[src/logic/uart_pkg.sv]
package uart_pkg;

    // Frame format selections
    typedef enum logic {
        DATA_SEVEN = 1'b0,
        DATA_EIGHT = 1'b1
    } data_bits_t;

    typedef enum logic [2:0] {
        PARITY_NONE  = 3'd0,
        PARITY_EVEN  = 3'd1,
        PARITY_ODD   = 3'd2,
        PARITY_MARK  = 3'd3,
        PARITY_SPACE = 3'd4
    } parity_t;

    typedef enum logic {
        STOP_ONE = 1'b0,
        STOP_TWO = 1'b1
    } stop_bits_t;

    // Field order matches the CONFIG register layout, bit 28 down to bit 0
    typedef struct packed {
        stop_bits_t  stop_bits;
        parity_t     parity;
        data_bits_t  data_bits;
        logic [23:0] samples_per_bit;
    } uart_config_t;

    // Receive FIFO entry, frame_err lands in DATA bit 8
    typedef struct packed {
        logic       frame_err;
        logic [7:0] data;
    } rx_entry_t;

    // 16 samples per bit, 8N1
    localparam uart_config_t CONFIG_RESET = '{
        stop_bits:       STOP_ONE,
        parity:          PARITY_NONE,
        data_bits:       DATA_EIGHT,
        samples_per_bit: 24'd16
    };

    // Register word addresses
    localparam logic [1:0] REG_DATA   = 2'd0;
    localparam logic [1:0] REG_STATUS = 2'd1;
    localparam logic [1:0] REG_CONFIG = 2'd2;

endpackage

[src/logic/uart_fifo.sv]
`timescale 1ns/1ps

module uart_fifo #(
    parameter int unsigned FIFO_DEPTH = 8,
    parameter type         payload_t  = logic [7:0]
) (
    input  logic     clk_i,
    input  logic     rst_n_i,
    input  logic     push_i,
    input  payload_t data_i,
    input  logic     pop_i,
    output payload_t data_o,
    output logic     not_empty_o,
    output logic     full_o
);

    localparam int unsigned PTR_W = $clog2(FIFO_DEPTH);

    payload_t         mem_r [FIFO_DEPTH];
    logic [PTR_W-1:0] wr_ptr_r;
    logic [PTR_W-1:0] rd_ptr_r;
    logic [PTR_W:0]   count_r;
    logic             do_push_w;
    logic             do_pop_w;

    assign full_o      = (count_r == (PTR_W + 1)'(FIFO_DEPTH));
    assign not_empty_o = (count_r != '0);

    // Overflow and underflow requests are dropped
    assign do_push_w = push_i && !full_o;
    assign do_pop_w  = pop_i && not_empty_o;

    always_ff @(posedge clk_i) begin
        if (do_push_w) begin
            mem_r[wr_ptr_r] <= data_i;
        end
    end

    // Pointers wrap naturally, depth is a power of two
    always_ff @(posedge clk_i) begin
        if (!rst_n_i) begin
            wr_ptr_r <= '0;
            rd_ptr_r <= '0;
            count_r  <= '0;
        end else begin
            if (do_push_w) begin
                wr_ptr_r <= wr_ptr_r + 1'b1;
            end
            if (do_pop_w) begin
                rd_ptr_r <= rd_ptr_r + 1'b1;
            end
            case ({do_push_w, do_pop_w})
                2'b10:   count_r <= count_r + 1'b1;
                2'b01:   count_r <= count_r - 1'b1;
                default: count_r <= count_r;
            endcase
        end
    end

    assign data_o = mem_r[rd_ptr_r];

endmodule

[src/logic/uart_rx.sv]
`timescale 1ns/1ps

module uart_rx (
    input  logic                   clk_i,
    input  logic                   rst_n_i,
    input  uart_pkg::uart_config_t config_i,
    input  logic                   rxd_i,
    output uart_pkg::rx_entry_t    entry_o,
    output logic                   entry_valid_o
);
    import uart_pkg::*;

    logic [2:0]  bits_r;
    logic [23:0] cycles_to_center_r;
    logic        edge_w;
    logic        centre_w;
    logic [11:0] frame_r;
    logic [3:0]  bit_cnt_r;
    logic        done_r;
    logic [3:0]  frame_len_w;
    logic [11:0] aligned_w;
    logic [3:0]  parity_idx_w;
    logic [3:0]  stop_idx_w;
    logic        data_xor_w;
    logic        parity_good_w;
    logic        stop_good_w;
    logic        start_good_w;
    logic [7:0]  data_w;
    rx_entry_t   entry_r;
    logic        entry_valid_r;

    // Oldest sample sits in bit 0
    always_ff @(posedge clk_i) begin
        if (!rst_n_i) begin
            bits_r <= 3'b111;
        end else begin
            bits_r <= {rxd_i, bits_r[2:1]};
        end
    end

    assign edge_w   = (bits_r[0] != bits_r[1]);
    assign centre_w = (cycles_to_center_r == 24'd0) && !edge_w;

    // Re-centre on every edge, otherwise one full bit period between centres
    always_ff @(posedge clk_i) begin
        if (!rst_n_i) begin
            cycles_to_center_r <= '0;
        end else if (edge_w) begin
            cycles_to_center_r <= {1'b0, config_i.samples_per_bit[23:1]};
        end else if (cycles_to_center_r == 24'd0) begin
            cycles_to_center_r <= config_i.samples_per_bit - 24'd1;
        end else begin
            cycles_to_center_r <= cycles_to_center_r - 24'd1;
        end
    end

    // start + data + parity + stop
    assign frame_len_w = 4'd9 + {3'b0, config_i.data_bits == DATA_EIGHT}
                       + {3'b0, config_i.parity != PARITY_NONE}
                       + {3'b0, config_i.stop_bits == STOP_TWO};

    always_ff @(posedge clk_i) begin
        if (!rst_n_i) begin
            frame_r   <= '1;
            bit_cnt_r <= '0;
            done_r    <= 1'b0;
        end else begin
            done_r <= centre_w && (bit_cnt_r == 4'd1);
            if (done_r) begin
                frame_r <= '1;
            end
            if (centre_w) begin
                if (bit_cnt_r != 4'd0) begin
                    frame_r   <= {bits_r[0], frame_r[11:1]};
                    bit_cnt_r <= bit_cnt_r - 4'd1;
                end else if (!bits_r[0]) begin
                    // Start bit found while idle
                    frame_r   <= {bits_r[0], frame_r[11:1]};
                    bit_cnt_r <= frame_len_w - 4'd1;
                end
            end
        end
    end

    // Frame was shifted in from the top, bring the start bit down to bit 0
    assign aligned_w    = frame_r >> (4'd12 - frame_len_w);
    assign parity_idx_w = (config_i.data_bits == DATA_EIGHT) ? 4'd9 : 4'd8;
    assign stop_idx_w   = parity_idx_w + {3'b0, config_i.parity != PARITY_NONE};
    assign start_good_w = !aligned_w[0];

    always_comb begin
        if (config_i.data_bits == DATA_EIGHT) begin
            data_w = aligned_w[8:1];
        end else begin
            data_w = {1'b0, aligned_w[7:1]};
        end
        data_xor_w = ^data_w;

        case (config_i.parity)
            PARITY_EVEN:  parity_good_w = (aligned_w[parity_idx_w] == data_xor_w);
            PARITY_ODD:   parity_good_w = (aligned_w[parity_idx_w] != data_xor_w);
            PARITY_MARK:  parity_good_w = aligned_w[parity_idx_w];
            PARITY_SPACE: parity_good_w = !aligned_w[parity_idx_w];
            default:      parity_good_w = 1'b1;
        endcase

        stop_good_w = aligned_w[stop_idx_w];
        if (config_i.stop_bits == STOP_TWO) begin
            stop_good_w = stop_good_w && aligned_w[stop_idx_w + 4'd1];
        end
    end

    // Every finished frame is reported, good or bad
    always_ff @(posedge clk_i) begin
        if (!rst_n_i) begin
            entry_r       <= '0;
            entry_valid_r <= 1'b0;
        end else begin
            entry_valid_r <= done_r;
            if (done_r) begin
                entry_r.data      <= data_w;
                entry_r.frame_err <= !(start_good_w && parity_good_w && stop_good_w);
            end
        end
    end

    assign entry_o       = entry_r;
    assign entry_valid_o = entry_valid_r;

endmodule

[src/logic/uart_tx.sv]
`timescale 1ns/1ps

module uart_tx (
    input  logic                   clk_i,
    input  logic                   rst_n_i,
    input  uart_pkg::uart_config_t config_i,
    input  logic [7:0]             data_i,
    input  logic                   valid_i,
    output logic                   take_o,
    output logic                   busy_o,
    output logic                   txd_o
);
    import uart_pkg::*;

    logic        take_r;
    logic        busy_r;
    logic [11:0] shift_r;
    logic [3:0]  bits_left_r;
    logic [23:0] period_cnt_r;
    logic [23:0] spb_r;
    logic [11:0] frame_w;
    logic [3:0]  frame_len_w;
    logic [3:0]  parity_idx_w;
    logic        data_xor_w;
    logic        parity_bit_w;

    assign frame_len_w = 4'd9 + {3'b0, config_i.data_bits == DATA_EIGHT}
                       + {3'b0, config_i.parity != PARITY_NONE}
                       + {3'b0, config_i.stop_bits == STOP_TWO};

    assign parity_idx_w = (config_i.data_bits == DATA_EIGHT) ? 4'd9 : 4'd8;

    // Same parity rules as the receiver
    always_comb begin
        if (config_i.data_bits == DATA_EIGHT) begin
            data_xor_w = ^data_i;
        end else begin
            data_xor_w = ^data_i[6:0];
        end

        case (config_i.parity)
            PARITY_EVEN:  parity_bit_w = data_xor_w;
            PARITY_ODD:   parity_bit_w = !data_xor_w;
            PARITY_SPACE: parity_bit_w = 1'b0;
            default:      parity_bit_w = 1'b1;
        endcase
    end

    // LSB first, the ones above the parity bit serve as stop bits
    always_comb begin
        frame_w    = '1;
        frame_w[0] = 1'b0;
        if (config_i.data_bits == DATA_EIGHT) begin
            frame_w[8:1] = data_i;
        end else begin
            frame_w[7:1] = data_i[6:0];
        end
        if (config_i.parity != PARITY_NONE) begin
            frame_w[parity_idx_w] = parity_bit_w;
        end
    end

    always_ff @(posedge clk_i) begin
        if (!rst_n_i) begin
            take_r       <= 1'b0;
            busy_r       <= 1'b0;
            shift_r      <= '1;
            bits_left_r  <= '0;
            period_cnt_r <= '0;
            spb_r        <= '0;
        end else begin
            take_r <= 1'b0;
            if (take_r) begin
                // Config is captured here and held for the whole frame
                shift_r      <= frame_w;
                bits_left_r  <= frame_len_w;
                spb_r        <= config_i.samples_per_bit;
                period_cnt_r <= config_i.samples_per_bit - 24'd1;
                busy_r       <= 1'b1;
            end else if (busy_r) begin
                if (period_cnt_r == 24'd0) begin
                    period_cnt_r <= spb_r - 24'd1;
                    if (bits_left_r == 4'd1) begin
                        busy_r <= 1'b0;
                    end else begin
                        shift_r     <= {1'b1, shift_r[11:1]};
                        bits_left_r <= bits_left_r - 4'd1;
                    end
                end else begin
                    period_cnt_r <= period_cnt_r - 24'd1;
                end
            end else if (valid_i) begin
                take_r <= 1'b1;
            end
        end
    end

    assign take_o = take_r;
    assign busy_o = busy_r || take_r;
    // Line rests on the last stop bit, which is high
    assign txd_o  = shift_r[0];

endmodule

[src/logic/uart_wb_regs.sv]
`timescale 1ns/1ps

module uart_wb_regs (
    input  logic                   clk_i,
    input  logic                   rst_n_i,
    input  logic                   wb_cyc_i,
    input  logic                   wb_stb_i,
    input  logic                   wb_we_i,
    input  logic [1:0]             wb_adr_i,
    input  logic [31:0]            wb_dat_i,
    output logic [31:0]            wb_dat_o,
    output logic                   wb_ack_o,
    output uart_pkg::uart_config_t config_o,
    input  uart_pkg::rx_entry_t    rx_entry_i,
    input  logic                   rx_not_empty_i,
    input  logic                   tx_full_i,
    input  logic                   tx_busy_i,
    input  logic                   tx_not_empty_i,
    output logic                   tx_push_o,
    output logic [7:0]             tx_data_o,
    output logic                   rx_pop_o
);
    import uart_pkg::*;

    logic         ack_r;
    uart_config_t config_r;
    logic         rd_w;
    logic         wr_w;
    logic [2:0]   status_w;
    logic [31:0]  rd_data_w;

    // Single-cycle ack, the !ack_r term keeps it from repeating
    // while the master still holds stb in the ack cycle
    always_ff @(posedge clk_i) begin
        if (!rst_n_i) begin
            ack_r <= 1'b0;
        end else begin
            ack_r <= wb_cyc_i && wb_stb_i && !ack_r;
        end
    end

    // Master holds we and adr until it sees ack
    assign rd_w = ack_r && !wb_we_i;
    assign wr_w = ack_r && wb_we_i;

    always_ff @(posedge clk_i) begin
        if (!rst_n_i) begin
            config_r <= CONFIG_RESET;
        end else if (wr_w && (wb_adr_i == REG_CONFIG)) begin
            config_r <= uart_config_t'(wb_dat_i[28:0]);
        end
    end

    // rx ready, tx full, tx drained
    assign status_w = {
        !tx_busy_i && !tx_not_empty_i,
        tx_full_i,
        rx_not_empty_i
    };

    always_comb begin
        rd_data_w = '0;
        if (rd_w) begin
            case (wb_adr_i)
                REG_DATA: begin
                    if (rx_not_empty_i) begin
                        rd_data_w = {23'b0, rx_entry_i};
                    end
                end
                REG_STATUS: rd_data_w = {29'b0, status_w};
                REG_CONFIG: rd_data_w = {3'b0, config_r};
                default:    rd_data_w = '0;
            endcase
        end
    end

    // FIFO strobes only in the ack cycle of a DATA access
    assign tx_push_o = wr_w && (wb_adr_i == REG_DATA) && !tx_full_i;
    assign tx_data_o = wb_dat_i[7:0];
    assign rx_pop_o  = rd_w && (wb_adr_i == REG_DATA) && rx_not_empty_i;

    assign wb_dat_o = rd_data_w;
    assign wb_ack_o = ack_r;
    assign config_o = config_r;

endmodule

[src/logic/uart_top.sv]
`timescale 1ns/1ps

module uart_top #(
    parameter int unsigned FIFO_DEPTH = 8
) (
    input  logic        clk_i,
    input  logic        rst_n_i,
    input  logic        wb_cyc_i,
    input  logic        wb_stb_i,
    input  logic        wb_we_i,
    input  logic [1:0]  wb_adr_i,
    input  logic [31:0] wb_dat_i,
    output logic [31:0] wb_dat_o,
    output logic        wb_ack_o,
    input  logic        rxd_i,
    output logic        txd_o
);
    import uart_pkg::*;

    uart_config_t config_w;

    // Receive side
    rx_entry_t rx_entry_w;
    logic      rx_entry_valid_w;
    rx_entry_t rx_head_w;
    logic      rx_not_empty_w;
    logic      rx_pop_w;

    // Transmit side
    logic [7:0] tx_push_data_w;
    logic       tx_push_w;
    logic [7:0] tx_head_w;
    logic       tx_not_empty_w;
    logic       tx_full_w;
    logic       tx_take_w;
    logic       tx_busy_w;

    uart_wb_regs regs_i (
        .clk_i          (clk_i),
        .rst_n_i        (rst_n_i),
        .wb_cyc_i       (wb_cyc_i),
        .wb_stb_i       (wb_stb_i),
        .wb_we_i        (wb_we_i),
        .wb_adr_i       (wb_adr_i),
        .wb_dat_i       (wb_dat_i),
        .wb_dat_o       (wb_dat_o),
        .wb_ack_o       (wb_ack_o),
        .config_o       (config_w),
        .rx_entry_i     (rx_head_w),
        .rx_not_empty_i (rx_not_empty_w),
        .tx_full_i      (tx_full_w),
        .tx_busy_i      (tx_busy_w),
        .tx_not_empty_i (tx_not_empty_w),
        .tx_push_o      (tx_push_w),
        .tx_data_o      (tx_push_data_w),
        .rx_pop_o       (rx_pop_w)
    );

    uart_rx rx_i (
        .clk_i         (clk_i),
        .rst_n_i       (rst_n_i),
        .config_i      (config_w),
        .rxd_i         (rxd_i),
        .entry_o       (rx_entry_w),
        .entry_valid_o (rx_entry_valid_w)
    );

    // No ready toward the receiver, entries arriving while full are lost
    uart_fifo #(
        .FIFO_DEPTH (FIFO_DEPTH),
        .payload_t  (rx_entry_t)
    ) rx_fifo_i (
        .clk_i       (clk_i),
        .rst_n_i     (rst_n_i),
        .push_i      (rx_entry_valid_w),
        .data_i      (rx_entry_w),
        .pop_i       (rx_pop_w),
        .data_o      (rx_head_w),
        .not_empty_o (rx_not_empty_w),
        .full_o      ()
    );

    uart_fifo #(
        .FIFO_DEPTH (FIFO_DEPTH),
        .payload_t  (logic [7:0])
    ) tx_fifo_i (
        .clk_i       (clk_i),
        .rst_n_i     (rst_n_i),
        .push_i      (tx_push_w),
        .data_i      (tx_push_data_w),
        .pop_i       (tx_take_w),
        .data_o      (tx_head_w),
        .not_empty_o (tx_not_empty_w),
        .full_o      (tx_full_w)
    );

    uart_tx tx_i (
        .clk_i    (clk_i),
        .rst_n_i  (rst_n_i),
        .config_i (config_w),
        .data_i   (tx_head_w),
        .valid_i  (tx_not_empty_w),
        .take_o   (tx_take_w),
        .busy_o   (tx_busy_w),
        .txd_o    (txd_o)
    );

endmodule

[config.mk]
export PLATFORM = sky130hd
export DESIGN_NAME = uart_top
export DESIGN_NICKNAME = d
export VERILOG_FILES = /design/src/logic/uart_pkg.sv /design/src/logic/uart_fifo.sv /design/src/logic/uart_rx.sv /design/src/logic/uart_tx.sv /design/src/logic/uart_wb_regs.sv /design/src/logic/uart_top.sv
export SDC_FILE = /design/constraint.sdc
export NUM_CORES = 1
export LEC_CHECK = 0
export BUFFER_PORTS_ARGS = -buffer_cell sky130_fd_sc_hd__buf_2
export CELL_PAD_IN_SITES_DETAIL_PLACEMENT = 0
export CELL_PAD_IN_SITES_GLOBAL_PLACEMENT = 2
export CORE_MARGIN = 2
export CORE_UTILIZATION = 41
export DETAILED_ROUTE_END_ITERATION = 7
export HOLD_SLACK_MARGIN = 0.1
export PLACE_DENSITY = 0.78
export SYNTH_ARGS = -nofsm -noshare
export SYNTH_HDL_FRONTEND = slang
export SYNTH_SLANG_ARGS = --single-unit
[constraint.sdc]
create_clock -name clk_i -period 4.4 [get_ports clk_i]
set_clock_uncertainty 0.15 [all_clocks]
set_input_delay 0 -clock clk_i [delete_from_list [all_inputs] [get_ports clk_i]]
set_output_delay 0 -clock clk_i [all_outputs]
set_load 0.02 [all_outputs]
Yosys cells after proc, flatten, opt, wreduce, memory -nomap -nowiden:

Memories as Yosys holds them, arrays and structs flattened. A register that Yosys moved wholly into a read port is not among the register bits.
Cells that the tools add are included.

* bits in registers: 170
* word-level logic and storage cells: 178
* memories: 2
* bits in writable memories: 136

* shift-type cells: 1
* bitwise operators: 1
* order comparisons: 4
* add/sub/neg operators: 21
* reduce and logical (&&, ||, !) cells: 50
* mux-type cells: 54
* eq/ne operators: 19

Memories
* rx_fifo_i.mem_r: depth 8, width 9, read ports 1, clocked after Yosys merged registers in 1, wr ports 1, line uart_fifo.sv:19 `payload_t mem_r [FIFO_DEPTH];`
* tx_fifo_i.mem_r: depth 8, width 8, read ports 1, clocked after Yosys merged registers in 1, wr ports 1, line uart_fifo.sv:19

Operators by type and width (count)
* 2-to-1 mux 12 bit: 9
* 2-to-1 mux 24 bit: 4
* subtractor 24 x 1 -> 24 bit (second input constant): 4
* one-hot mux 29 bit (3 select lines): 1
* logical NOT 24 bit: 2
* 2-to-1 mux 32 bit: 1
* 2-to-1 mux 4 bit: 6
* 2-to-1 mux 23 bit: 1
* logical AND 1 bit: 20
* subtractor 4 x 1 -> 4 bit (second input constant): 5
* 2-to-1 mux 1 bit: 17
* one-hot mux 4 bit (2 select lines): 2
* XOR reduction 8 bit: 2
* less-than comparator 4 x 5 -> 1 bit (second input constant): 3
* adder 3 x 1 -> 3 bit (second input constant): 4
* adder 4 x 1 -> 4 bit: 3
* adder 4 x 1 -> 4 bit (second input constant): 3
* binary-select mux 1 bit (select 4 bit): 3
* bitwise mux 12 bit: 1
* 2-to-1 mux 3 bit: 4
* nonzero test 4 bit: 3
* >> shifter 12 x 4 -> 12 bit: 1
* logical NOT 1 bit: 11
* 2-to-1 mux 9 bit: 1
* other kinds (28): 39

Longest topological paths before layout:

Gate-level depths: netlist of run 1.

* word-level depth: 12
* mapped depth: 15
* mapped depth without buffers: 15

Hierarchy:

From an unflattened synthesis of run 1, not the netlist that was laid out.

* cells, all modules: 1449
* area, all modules: 15383.5 µm²

Modules (own cells, without submodules)
* uart_tx: cells an instance 459, area an instance 3722.3 µm², sequential area each 1281.2 µm², instances 1
* uart_rx: cells an instance 451, area an instance 3611.0 µm², sequential area each 1081.0 µm², instances 1
* uart_fifo at rx_fifo_i: cells an instance 179, area an instance 3387.0 µm², sequential area each 2422.3 µm², instances 1
* uart_fifo at tx_fifo_i: cells an instance 168, area an instance 3085.5 µm², sequential area each 2182.1 µm², instances 1
* uart_wb_regs: cells an instance 192, area an instance 1577.8 µm², sequential area each 600.6 µm², instances 1

Least setup slack after synthesis of run 1:

OpenSTA, ideal clock, no wires.

* path kind: register -> register
* from: reg regs_i.config_r (netlist bit regs_i.config_o[27])
* to: reg rx_i.entry_r (netlist bit rx_i.entry_o[8])
* period minus slack after synthesis: 3.714 ns
* arrival: 3.450 ns
* path slack: 0.686 ns
* stages on the path, launching flop included: 16
* path buffers: 0
* library setup time: 0.114 ns
* path through: dfxtp_1 -> or3_1 -> inv_1 -> ha_1 -> inv_1 -> ha_1 -> inv_1 -> ha_1 -> o21a_1 -> nor2_2 -> mux2_2 -> xor2_1 -> and3_1 -> o31a_1 -> a311o_1 -> a21o_1

* cells in the longest elaborated chain, start to end: 12

RTL lines
* start: declaration: line uart_wb_regs.sv:26 `uart_config_t config_r;`
* start signal: assignment: line uart_wb_regs.sv:50 `config_r <= uart_config_t'(wb_dat_i[28:0]);`
* nonzero test 3 bit: line uart_rx.sv:59, uart_rx.sv:88
* adder 4 x 1 -> 4 bit: line uart_rx.sv:59 `+ {3'b0, config_i.parity != PARITY_NONE}`
* adder 4 x 1 -> 4 bit: line uart_rx.sv:60 `+ {3'b0, config_i.stop_bits == STOP_TWO};`
* subtractor 4 bit: line uart_rx.sv:86 `assign aligned_w = frame_r >> (4'd12 - frame_len_w);`
* >> shifter 12 x 4 -> 12 bit: line uart_rx.sv:86
* binary-select mux 1 bit (select 4 bit) or 2-to-1 mux 8 bit (tied branches)
* 2-to-1 mux 1 bit (implied by the code) or XOR reduction 8 bit (tied branches)
* != test 1 bit (tied with other cells): line uart_rx.sv:101 `PARITY_ODD: parity_good_w = (aligned_w[parity_idx_w] != data_xor_w);`
* one-hot mux 1 bit (4 select lines): line uart_rx.sv:99 `case (config_i.parity)`
* logical AND 1 bit: line uart_rx.sv:122 `entry_r.frame_err <= !(start_good_w && parity_good_w && stop_good_w);`
* logical AND 1 bit (*): line uart_rx.sv:122
* logical NOT 1 bit (*): line uart_rx.sv:122
* end: declaration: line uart_rx.sv:29 `rx_entry_t entry_r;`

Every way passes the cells marked *; elsewhere a longest branch is shown, timed or not. The select of a mux whose other input is x is not followed.
A chain may end at the register's enable or synchronous reset.

Final worst setup path of run 1:

* from: reg regs_i.config_r (netlist bit regs_i.config_o[26])
* to: reg rx_i.entry_r (netlist bit rx_i.entry_o[8])

The elaborated chain is that of the path after synthesis.

==> results of run 1 <==
[synth_stat cells, types with 10 or more instances]
master / instances
a211oi_1: 18
a21oi_1: 121
a31oi_1: 10
and2_1: 28
buf_2: 18
clkbuf_1: 56
dfxtp_1: 174
edfxtp_1: 136
ha_1: 25
inv_1: 34
mux2_2: 13
mux2i_1: 67
mux4_2: 35
nand2_1: 186
nand2b_1: 18
nand3_1: 26
nor2_1: 146
nor2b_1: 10
nor3_1: 49
nor3b_1: 10
nor4_1: 22
o211ai_1: 19
o21ai_0: 50
or3_1: 10
xnor2_1: 35
xor2_1: 29
[per-layer routing]
layer  part of all wire  vias to the layer above
li1                   -                     5688
met1               0.48                     5652
met2               0.46                      217
met3              0.040                       53
met4              0.020                        0
met5                  0                        -
[worst max-delay path, cell delays in order, from the launching register on]
cell,delay (ns)
dfxtp_1,0.38
or3_1,0.37
inv_1,0.17
ha_1,0.25
inv_1,0.06
ha_1,0.18
inv_1,0.05
ha_1,0.33
o21ai_1,0.31
nand2_1,0.25
and3_1,0.24
nor3_2,0.15
xnor3_1,0.45
o31a_1,0.13
a311o_1,0.32
a21o_1,0.15
[final timing paths]
| check | start | end | slack [ns] | cells past startpoint |
|---|---|---|---|---|
| worst max register to register | regs_i.config_o[26] | rx_i.entry_o[8] | 0.34 | 15 |
| worst min register to register | rx_i.bits_r[2] | rx_i.bits_r[1] | 0.27 | 1 |
| worst min-delay path | wb_dat_i[2] | tx_fifo_i.mem_r[5][2] | 0.15 | 2 |
| worst max-delay path | regs_i.config_o[26] | rx_i.entry_o[8] | 0.34 | 15 |
[cell type report]
cell class                 count  area (um^2)  area share
multi-input combinational   1061         7140       0.398
tap                          468          586      0.0326
timing repair buffer         174         1320      0.0733
clock buffer                  45          975      0.0543
clock inverter                21          233      0.0130
inverter                      35          134     0.00746
sequential                   310         7570       0.422
[state kept, by name, indices dropped and copies added, names as in the netlist, 3 cells and up, named ones only]
signal,cells
tx_i.period_cnt_r,24
rx_i.bits_r,3
rx_i.cycles_to_center_r,24
rx_i.frame_r,12
tx_i.spb_r,24
rx_fifo_i.wr_ptr_r,3
tx_fifo_i.rd_ptr_r,3
rx_fifo_i.rd_ptr_r,3
rx_i.entry_o,9
tx_i.bits_left_r,4
rx_fifo_i.count_r,4
regs_i.config_o,29
tx_i.shift_r,10
tx_fifo_i.wr_ptr_r,3
tx_fifo_i.mem_r,64
rx_fifo_i.mem_r,72
rx_i.bit_cnt_r,4
tx_fifo_i.count_r,4
[logic make-up after synthesis]
kind of cell    count (synthesis)  synth area share
compound gates                304             0.127
other cells                     1          0.000246
flops                         310             0.496
xor+xnor                       67            0.0408
fa+ha+maj                      28            0.0245
buf+inv                       127            0.0369
simple gates                  544             0.169
mux                           115             0.105
[metrics by stage]
stage | hold slack, ns | setup slack [ns] | total power (W) | cell area, um^2 | std cells
after floorplan | -0.0511 | 0.686 | 0.00398 | 15200 | 1498
after global placement | 0.0381 | 0.390 | 0.00421 | 16000 | 1977
after detailed placement | 0.0468 | 0.334 | 0.00421 | 16000 | 1977
after CTS | 0.123 | 0.318 | 0.00731 | 18000 | 2114
after global routing | 0.157 | 0.00522 | 0.00757 | 18000 | 2114
final | 0.151 | 0.343 | 0.00725 | 18000 | 2114
[report_power, final]
group / internal (W) / total, W / leakage (nW) / switching (W)
combinational: 0.000423 / 0.00101 / 3.04 / 0.000585
sequential: 0.00308 / 0.00318 / 2.66 / 0.0000986
clock: 0.00182 / 0.00305 / 0.589 / 0.00123
==> flow_summary.toml, run 1 <==
[route]
ant_nets = 0
dr.pass1.iters = 5
drt_iter0_drc = 836
viasPerCell = 5.49
vias = 11610
wirelength_mm = 42.5
wl_per_cell_um = 20.1
drcViolationCount = 0

[layout]
final_common_cell = "nand2_1"
insertedDiodeCount = 0
syn2layout_area_growth_pct = 17.8
final_cell_mix = "nand2_1 (186), dfxtp_1 (173), nor2_1 (146), edfxtp_1 (136), a21oi_1 (121)"
drive_gt1_frac = 0.143
final_core_util = 0.490
fin_nets = 1686
fillers = 3403

[grt]
grtUsageMet3 = 0.0272
grt_busiest_layer = "met2"
grt_max_degree = 50
overflow = 0
gr-usage-met2 = 0.355
first_global_vias = 11297
grt_util_all_layers = 0.222
grt_pass1_wl_mm = 66.7
antenna_found_initial = 1
met1_usage = 0.320

[sta]
slew_violations = 0
tns_ns = 0
rsz0062_at_grt = "false"
fmax_ghz = 0.246
relSlewSlack = 0.236
hold_violations = 0
period_share = 0.922
setup_viol = 0
min_period_ns = 4.06
worst_pin_slew_ns = 1.14

[synthesis]
yosys_warnings = 0
synth_cell_types = 81
synth_area_leaders = "edfxtp_1 (27%), dfxtp_1 (23%), mux4_2 (5.2%)"
synth_area_um2 = 15200
synth_flop_cell = "dfxtp_1"
synth_area_per_cell_um2 = 10.2
synth_top_cell_area_share = 0.268
postSynth.asyncResetShare = 0
netlist_instances = 1496
synth-edff-count = 136
ys_ff_latch = 310
yosysSeqAreaShare = 0.496
synth_top_cell_by_area = "edfxtp_1"

[die]
num_io_pins = 74
core_area_um2 = 36600
fp-row-count = 70
dieArea_um2 = 38700
die_w_um = 197
initial_core_util = 0.416
die_h_um = 197

[clocking]
clk_path_buf_depth = 3
clock_latency_ns = 0.54
cts_max_level = 2
cts_tree = "yes"
cts_sinks = 310
cts_resized = 0
path_clk_slew_ns = 0.06
cts_setup_buffers = 0
hold_buffers = 71
root_buffer = "clkbuf_16"
cts_buffers = 36

[critical_path]
crit_arrival_ns = 4.34
cp_max_fo = 8
path_class = "flip-flop to flip-flop"
worstPathRequired_ns = 4.68
crit_path_end_kind = "flip-flop"
startpoint_type = "flip-flop"

[pwr]
power.density_nw_per_um2 = 403
ir_drop_mv = 0.327
leakage_nw = 6.29

[run_status]
status = "finished clean"

[hold_path]
min_path_type = "input pin to flip-flop"

[job]
cap_violations = 0

[placed_design]
place_congestion = 0.807
port_buffers = 67
place.detailed.hpwl_mm = 28.7
(Power assumes the default switching activity.)
==> run 2: changes to the inputs <==
--- a/config.mk
+++ b/config.mk
@@ -12,7 +12,7 @@
 export CORE_UTILIZATION = 41
 export DETAILED_ROUTE_END_ITERATION = 7
 export HOLD_SLACK_MARGIN = 0.1
-export PLACE_DENSITY = 0.78
+export PLACE_DENSITY_LB_ADDON = 0.12
 export SYNTH_ARGS = -nofsm -noshare
 export SYNTH_HDL_FRONTEND = slang
 export SYNTH_SLANG_ARGS = --single-unit
==> run 2 against run 1 <==
  * Critical path depth decreased by 3
  * Count of clock-buffer cells in the layout increased by 3
  * Highest routed layer unchanged
  * Sequential cell count unchanged
  * Die area unchanged
  * Sequential share of layout area increased by 0.17 points
  * Power decreased by 2.2%
==> flow_summary.toml, run 2 (synthesis results as in run 1) <==
[die]
initial_core_util = 0.416
fp-row-count = 70
die_h_um = 197
die_w_um = 197
dieArea_um2 = 38700
num_io_pins = 74
core_area_um2 = 36600

[route]
wirelength_mm = 42.3
drt_iter0_drc = 781
top_layer = "met4"
dr.pass1.iters = 5
vias = 11664
ant_nets = 0
met3_length_mm = 1.82
met1_length_mm = 20.3
wl_per_cell_um = 20.0
drcViolationCount = 0
viasPerCell = 5.53
route.met2.wl_mm = 19.4

[sta]
slew_violations = 0
setup_viol = 0
min_period_ns = 4.06
worst_pin_slew_ns = 1.05
hold_violations = 0
relSlewSlack = 0.295
fmax_ghz = 0.246
rsz0062_at_grt = "false"
period_share = 0.922
tns_ns = 0

[clocking]
path_clk_slew_ns = 0.06
cts_buffers = 36
clock_latency_ns = 0.56
clk_path_buf_depth = 3
root_buffer = "clkbuf_16"
cts_max_level = 2
cts_sinks = 310
cts_resized = 0
cts_tree = "yes"

[grt]
grt_pass1_wl_mm = 66.0
overflow = 0
grt_util_all_layers = 0.222
first_global_vias = 11325
grt_max_degree = 81
antenna_found_initial = 3

[pwr]
leakage_nw = 6.26
ir_drop_mv = 0.293
power.density_nw_per_um2 = 396

[job]
cap_violations = 0

[critical_path]
crit_arrival_ns = 4.36
path_buf_inv = 2
path_class = "flip-flop to flip-flop"
crit_path_end_kind = "flip-flop"
startpoint_type = "flip-flop"
cp_top_family = "adder cells"
worstPathRequired_ns = 4.70
cp_slowest_cell = "fa_1"
slowest_delay_ns = 0.90
cp_max_fo = 14
crit_chain = "or3_1, inv_1, fa_1, buf_4, mux2_2, mux2i_1, nor2_1, nor3_2, xnor3_1, o31a_1, a311o_1, a21o_1"

[placed_design]
place_congestion = 0.816
place.detailed.hpwl_mm = 28.1
port_buffers = 67
dp_cells = 1975
dpl_cell_area_um2 = 16000

[layout]
insertedDiodeCount = 0
fillers = 3422
syn2layout_area_growth_pct = 17.3
final_common_cell = "nand2_1"
largest_register_ffs = 72
design_area_um2 = 17900
final_cell_mix = "nand2_1 (186), dfxtp_1 (173), nor2_1 (146), edfxtp_1 (136), a21oi_1 (121)"
largest_register = "rx_fifo_i.mem_r"
seq_area_um2 = 7570
fin_nets = 1687
final-instance-count-excl-fill = 2111
multi_input_area_um2 = 7140
drive_gt1_frac = 0.139

[run_status]
status = "finished clean"

[hold_path]
min_path_type = "input pin to flip-flop"
## run 2: cell types whose count changed in the layout (fill, tap and decap cells not counted), sizes merged
cell	change
buf	-2
bufinv	-2
clkbuf	+3
clkinv	-3
clkinvlp	-2
dlygate4sd3	+3
## run 2: worst paths after layout
| kind | startpoint | endpoint | slack, ns | depth (start not counted) |
|---|---|---|---|---|
| min reg2reg | rx_i.bits_r[2] | rx_i.bits_r[1] | 0.25 | 1 |
| max reg2reg | regs_i.config_o[25] | rx_i.entry_o[8] | 0.34 | 12 |
| min | wb_dat_i[2] | tx_fifo_i.mem_r[5][2] | 0.13 | 2 |
| max | regs_i.config_o[25] | rx_i.entry_o[8] | 0.34 | 12 |
## run 2: power breakdown
| part | total (W) | switching (W) | internal [W] |
|---|---|---|---|
| registers | 0.00318 | 0.0000982 | 0.00309 |
| logic | 0.00101 | 0.000586 | 0.000425 |
| clock network | 0.00289 | 0.00122 | 0.00167 |
## run 2: area by class of cell
class,instances,area share
Sequential cell,310,0.423
Multi-Input combinational cell,1061,0.400
Timing Repair Buffer,175,0.0744
Clock buffer,48,0.0540
Tap cell,468,0.0327
Clock inverter,14,0.00840
Inverter,35,0.00749
## run 2: what timing repair did
action / in CTS / in global routing
hold buffers: 74 / 0
hold endpoints to repair: 175 / 0
buffers inserted: 0 / 0
## run 2: per-layer routing
layer | vias to the layer above | GRT usage
met5 | - | 0
met4 | 0 | 0.0599
met3 | 50 | 0.0339
met2 | 253 | 0.357
met1 | 5673 | 0.313
li1 | 5688 | -
## run 2: per-stage QoR
step           hold WS (ns)   util  worst slack (ns)  power, W
2_1_floorplan       -0.0511      -             0.686   0.00398
3_3_place_gp         0.0379  0.438             0.388   0.00420
3_5_place_dp         0.0428  0.438             0.326   0.00421
4_1_cts               0.109  0.488             0.330   0.00715
5_1_grt               0.137  0.488            0.0410   0.00740
6_report              0.130  0.488             0.342   0.00708
==> run 3: changes to the inputs <==
--- a/config.mk
+++ b/config.mk
@@ -5,14 +5,16 @@
 export SDC_FILE = /design/constraint.sdc
 export NUM_CORES = 1
 export LEC_CHECK = 0
+export ABC_AREA = 1
 export BUFFER_PORTS_ARGS = -buffer_cell sky130_fd_sc_hd__buf_2
 export CELL_PAD_IN_SITES_DETAIL_PLACEMENT = 0
 export CELL_PAD_IN_SITES_GLOBAL_PLACEMENT = 2
 export CORE_MARGIN = 2
-export CORE_UTILIZATION = 41
+export CORE_UTILIZATION = 37
 export DETAILED_ROUTE_END_ITERATION = 7
 export HOLD_SLACK_MARGIN = 0.1
 export PLACE_DENSITY_LB_ADDON = 0.12
+export RECOVER_POWER = 25
 export SYNTH_ARGS = -nofsm -noshare
 export SYNTH_HDL_FRONTEND = slang
 export SYNTH_SLANG_ARGS = --single-unit
==> constraint.sdc (replaced) <==
create_clock -name clk_i -period 4.4 [get_ports clk_i]
set_clock_uncertainty 0.15 [all_clocks]
set_input_delay 0 -clock clk_i [delete_from_list [all_inputs] [get_ports clk_i]]
set_output_delay 0 -clock clk_i [all_outputs]
set_load 0.05 [all_outputs]
==> run 3 against run 2 <==
  * Highest routed layer unchanged
  * Global-route usage grew 0.62 points
  * Utilization shrank 5.4 points
  * Setup slack gained 0.35 ns
  * Power grew 11%
  * Hold slack gained 0.010 ns
  * Die area grew 16%
  * Non-clock buffer count shrank 28
  * First-iteration DRC count grew 13%
  * Final cell count grew 30%
  * Register-to-register slack gained 0.35 ns
  * Sequential power is essentially flat
  * Combinational power grew 46%
==> flow_summary.toml, run 3 <==
[placed_design]
port_buffers = 67
place.detailed.hpwl_mm = 35.2
dp_cells = 2621
place_ws_ns = 0.737
place_congestion = 0.834

[die]
initial_core_util = 0.374
dieArea_um2 = 45100
core_area_um2 = 43000
num_io_pins = 74
die_h_um = 212
die_w_um = 212
fp-row-count = 76

[layout]
final_core_util = 0.434
fillers = 4421
insertedDiodeCount = 0
largest_register = "rx_fifo_i.mem_r"
largest_register_ffs = 72
final_common_cell = "nand2_1"
seq_area_um2 = 7570
multi_input_area_um2 = 7110
fin_nets = 2202
syn2layout_area_growth_pct = 16.3
final_cell_mix = "nand2_1 (412), inv_1 (230), nor2_1 (226), dfxtp_1 (173), o21ai_0 (165)"
final-instance-count-excl-fill = 2747
drive_gt1_frac = 0.0957

[route]
drcViolationCount = 0
wirelength_mm = 50.3
wl_per_cell_um = 18.3
dr.pass1.iters = 5
ant_nets = 0
vias = 13954
viasPerCell = 5.08
drt_iter0_drc = 884

[synthesis]
synth_area_per_cell_um2 = 7.88
synth-compound-area-share = 0.152
synth_area_um2 = 16100
ys_ff_latch = 310
netlist_instances = 2037
synth_simple_gate_area_share = 0.243
synth_top_cell_area_share = 0.254
ys_top_cells_by_count = "nand2_1 (412), inv_1 (231), nor2_1 (226), dfxtp_1 (174), o21ai_0 (165)"
synth_area_leaders = "edfxtp_1 (25%), dfxtp_1 (22%), nand2_1 (9.6%)"
yosys.area_share.adder = 0.0232
synth_flop_cell = "dfxtp_1"
yosysMostFrequentCell = "nand2_1"
yosysSeqAreaShare = 0.471
postSynth.asyncResetShare = 0
synth_top_family_by_area = "simple AND/OR/NAND/NOR gates"
synth_cell_types = 62
synth-xor-area-share = 0.0245
synth_top_cell_by_area = "edfxtp_1"
synth-edff-count = 136
yosys_warnings = 0
synth_mux_area_frac = 0

[critical_path]
r2r_end = "rx_i.entry_o[8]"
startpoint = "regs_i.config_o[24]"
worstPathRequired_ns = 4.69
startpoint_type = "flip-flop"
endpoint = "rx_i.entry_o[8]"
path_class = "flip-flop to flip-flop"
crit_arrival_ns = 4.00
reg2reg_from = "regs_i.config_o[24]"
rrSetupSlack_ns = 0.69
cp_max_fo = 18
crit_path_end_kind = "flip-flop"
r2r.worst_path.cells = 19

[sta]
slew_violations = 0
setup_viol = 0
hold_violations = 0
rsz0062_at_grt = "false"
relSlewSlack = 0.187
setup_ws_ns = 0.688
worst_pin_slew_ns = 1.21
fin_hold_ws_ns = 0.141
period_share = 0.844
min_period_ns = 3.71
fmax_ghz = 0.269
tns_ns = 0

[grt]
grt_max_degree = 75
first_global_vias = 13634
overflow = 0
antenna_found_initial = 0
grt_pass1_wl_mm = 78.5
grt_util_all_layers = 0.228

[clocking]
cts_resized = 0
root_buffer = "clkbuf_16"
cts_buffers = 37
path_clk_slew_ns = 0.06
cts_max_level = 2
cts_sinks = 310
clk_path_buf_depth = 3
clock_latency_ns = 0.55
cts_tree = "yes"

[hold_path]
min_path_type = "input pin to flip-flop"

[pwr]
leakage_nw = 7.79
ir_drop_mv = 0.260
power.density_nw_per_um2 = 420

[job]
cap_violations = 0

[run_status]
status = "finished clean"
==> run 3: cell types whose count changed in the layout (fill, tap and decap cells not counted), sizes merged, moves of 21 or more <==
cell,before,now
buf,101,80
mux4,35,0
nand2,187,421
and2,28,2
xnor2,36,7
nor2,149,250
inv,37,242
nand3,26,144
o21ai,59,178
mux2i,67,0
==> run 3: how the worst min path moves through the flow <==
stage / startpoint / endpoint / slack (ns) / cells past startpoint
after floorplan: wb_dat_i[0] / tx_fifo_i.mem_r[0][0] / -0.05 / 0
after global placement: rxd_i / rx_i.bits_r[2] / 0.04 / 2
after detailed placement: rxd_i / rx_i.bits_r[2] / 0.05 / 2
after CTS: wb_dat_i[12] / regs_i.config_o[12] / 0.11 / 4
after global routing: wb_dat_i[12] / regs_i.config_o[12] / 0.16 / 4
final: wb_dat_i[12] / regs_i.config_o[12] / 0.14 / 4
==> run 3: per-stage QoR <==
stage               total power, W  instance area (um^2)
floorplan                  0.00437                 16100
global placement           0.00469                 16800
detailed placement         0.00469                 16800
CTS                        0.00794                 18700
global route               0.00824                 18700
finish                     0.00784                 18700
==> run 3: power by group <==
group          internal, W  switching (W)
clock network      0.00193        0.00124
registers          0.00309       0.000103
logic             0.000496       0.000975
==> run 3: cell families after synthesis <==
| logic type | count (synthesis) |
|---|---|
| flops | 310 |
| buf+inv | 337 |
| xor+xnor | 45 |
| fa+ha+maj | 28 |
| other cells | 1 |
| compound gates | 415 |
| simple gates | 901 |
==> run 3: cell type report <==
type / instances / share of cell area
clock inverter: 9 / 0.00690
tap: 585 / 0.0392
timing repair buffer: 147 / 0.0576
multi-input combinational: 1392 / 0.381
inverter: 246 / 0.0497
sequential: 310 / 0.405
clock buffer: 58 / 0.0603
==> run 3: timing repair <==
item,in CTS,in global routing
hold buffers,59,0
endpoints found under the hold margin,188,0
buffers inserted,0,0
==> run 3: layer usage <==
metal | share of wire | global-route usage | up-vias
met5 | 0 | 0 | -
met3 | 0.040 | 0.0350 | 67
met2 | 0.47 | 0.388 | 265
li1 | - | - | 7009
met1 | 0.46 | 0.301 | 6613
met4 | 0.024 | 0.0663 | 0
==> run 3: critical path: stages (launching register included) <==
cell and delay [ns]:
dfxtp_1 0.47, inv_1 0.25, fa_1 1.04, nor2_1 0.15
nand2_1 0.09, nand2_1 0.28, nor2_1 0.30, inv_1 0.06
nand2_1 0.06, nand2_1 0.07, nand2_1 0.09, nand2_1 0.05
nand2_1 0.05, nand2_1 0.10, inv_1 0.07, nand2_1 0.06
nand2_1 0.06, nand2_1 0.05, nand3_1 0.08, a21oi_1 0.06
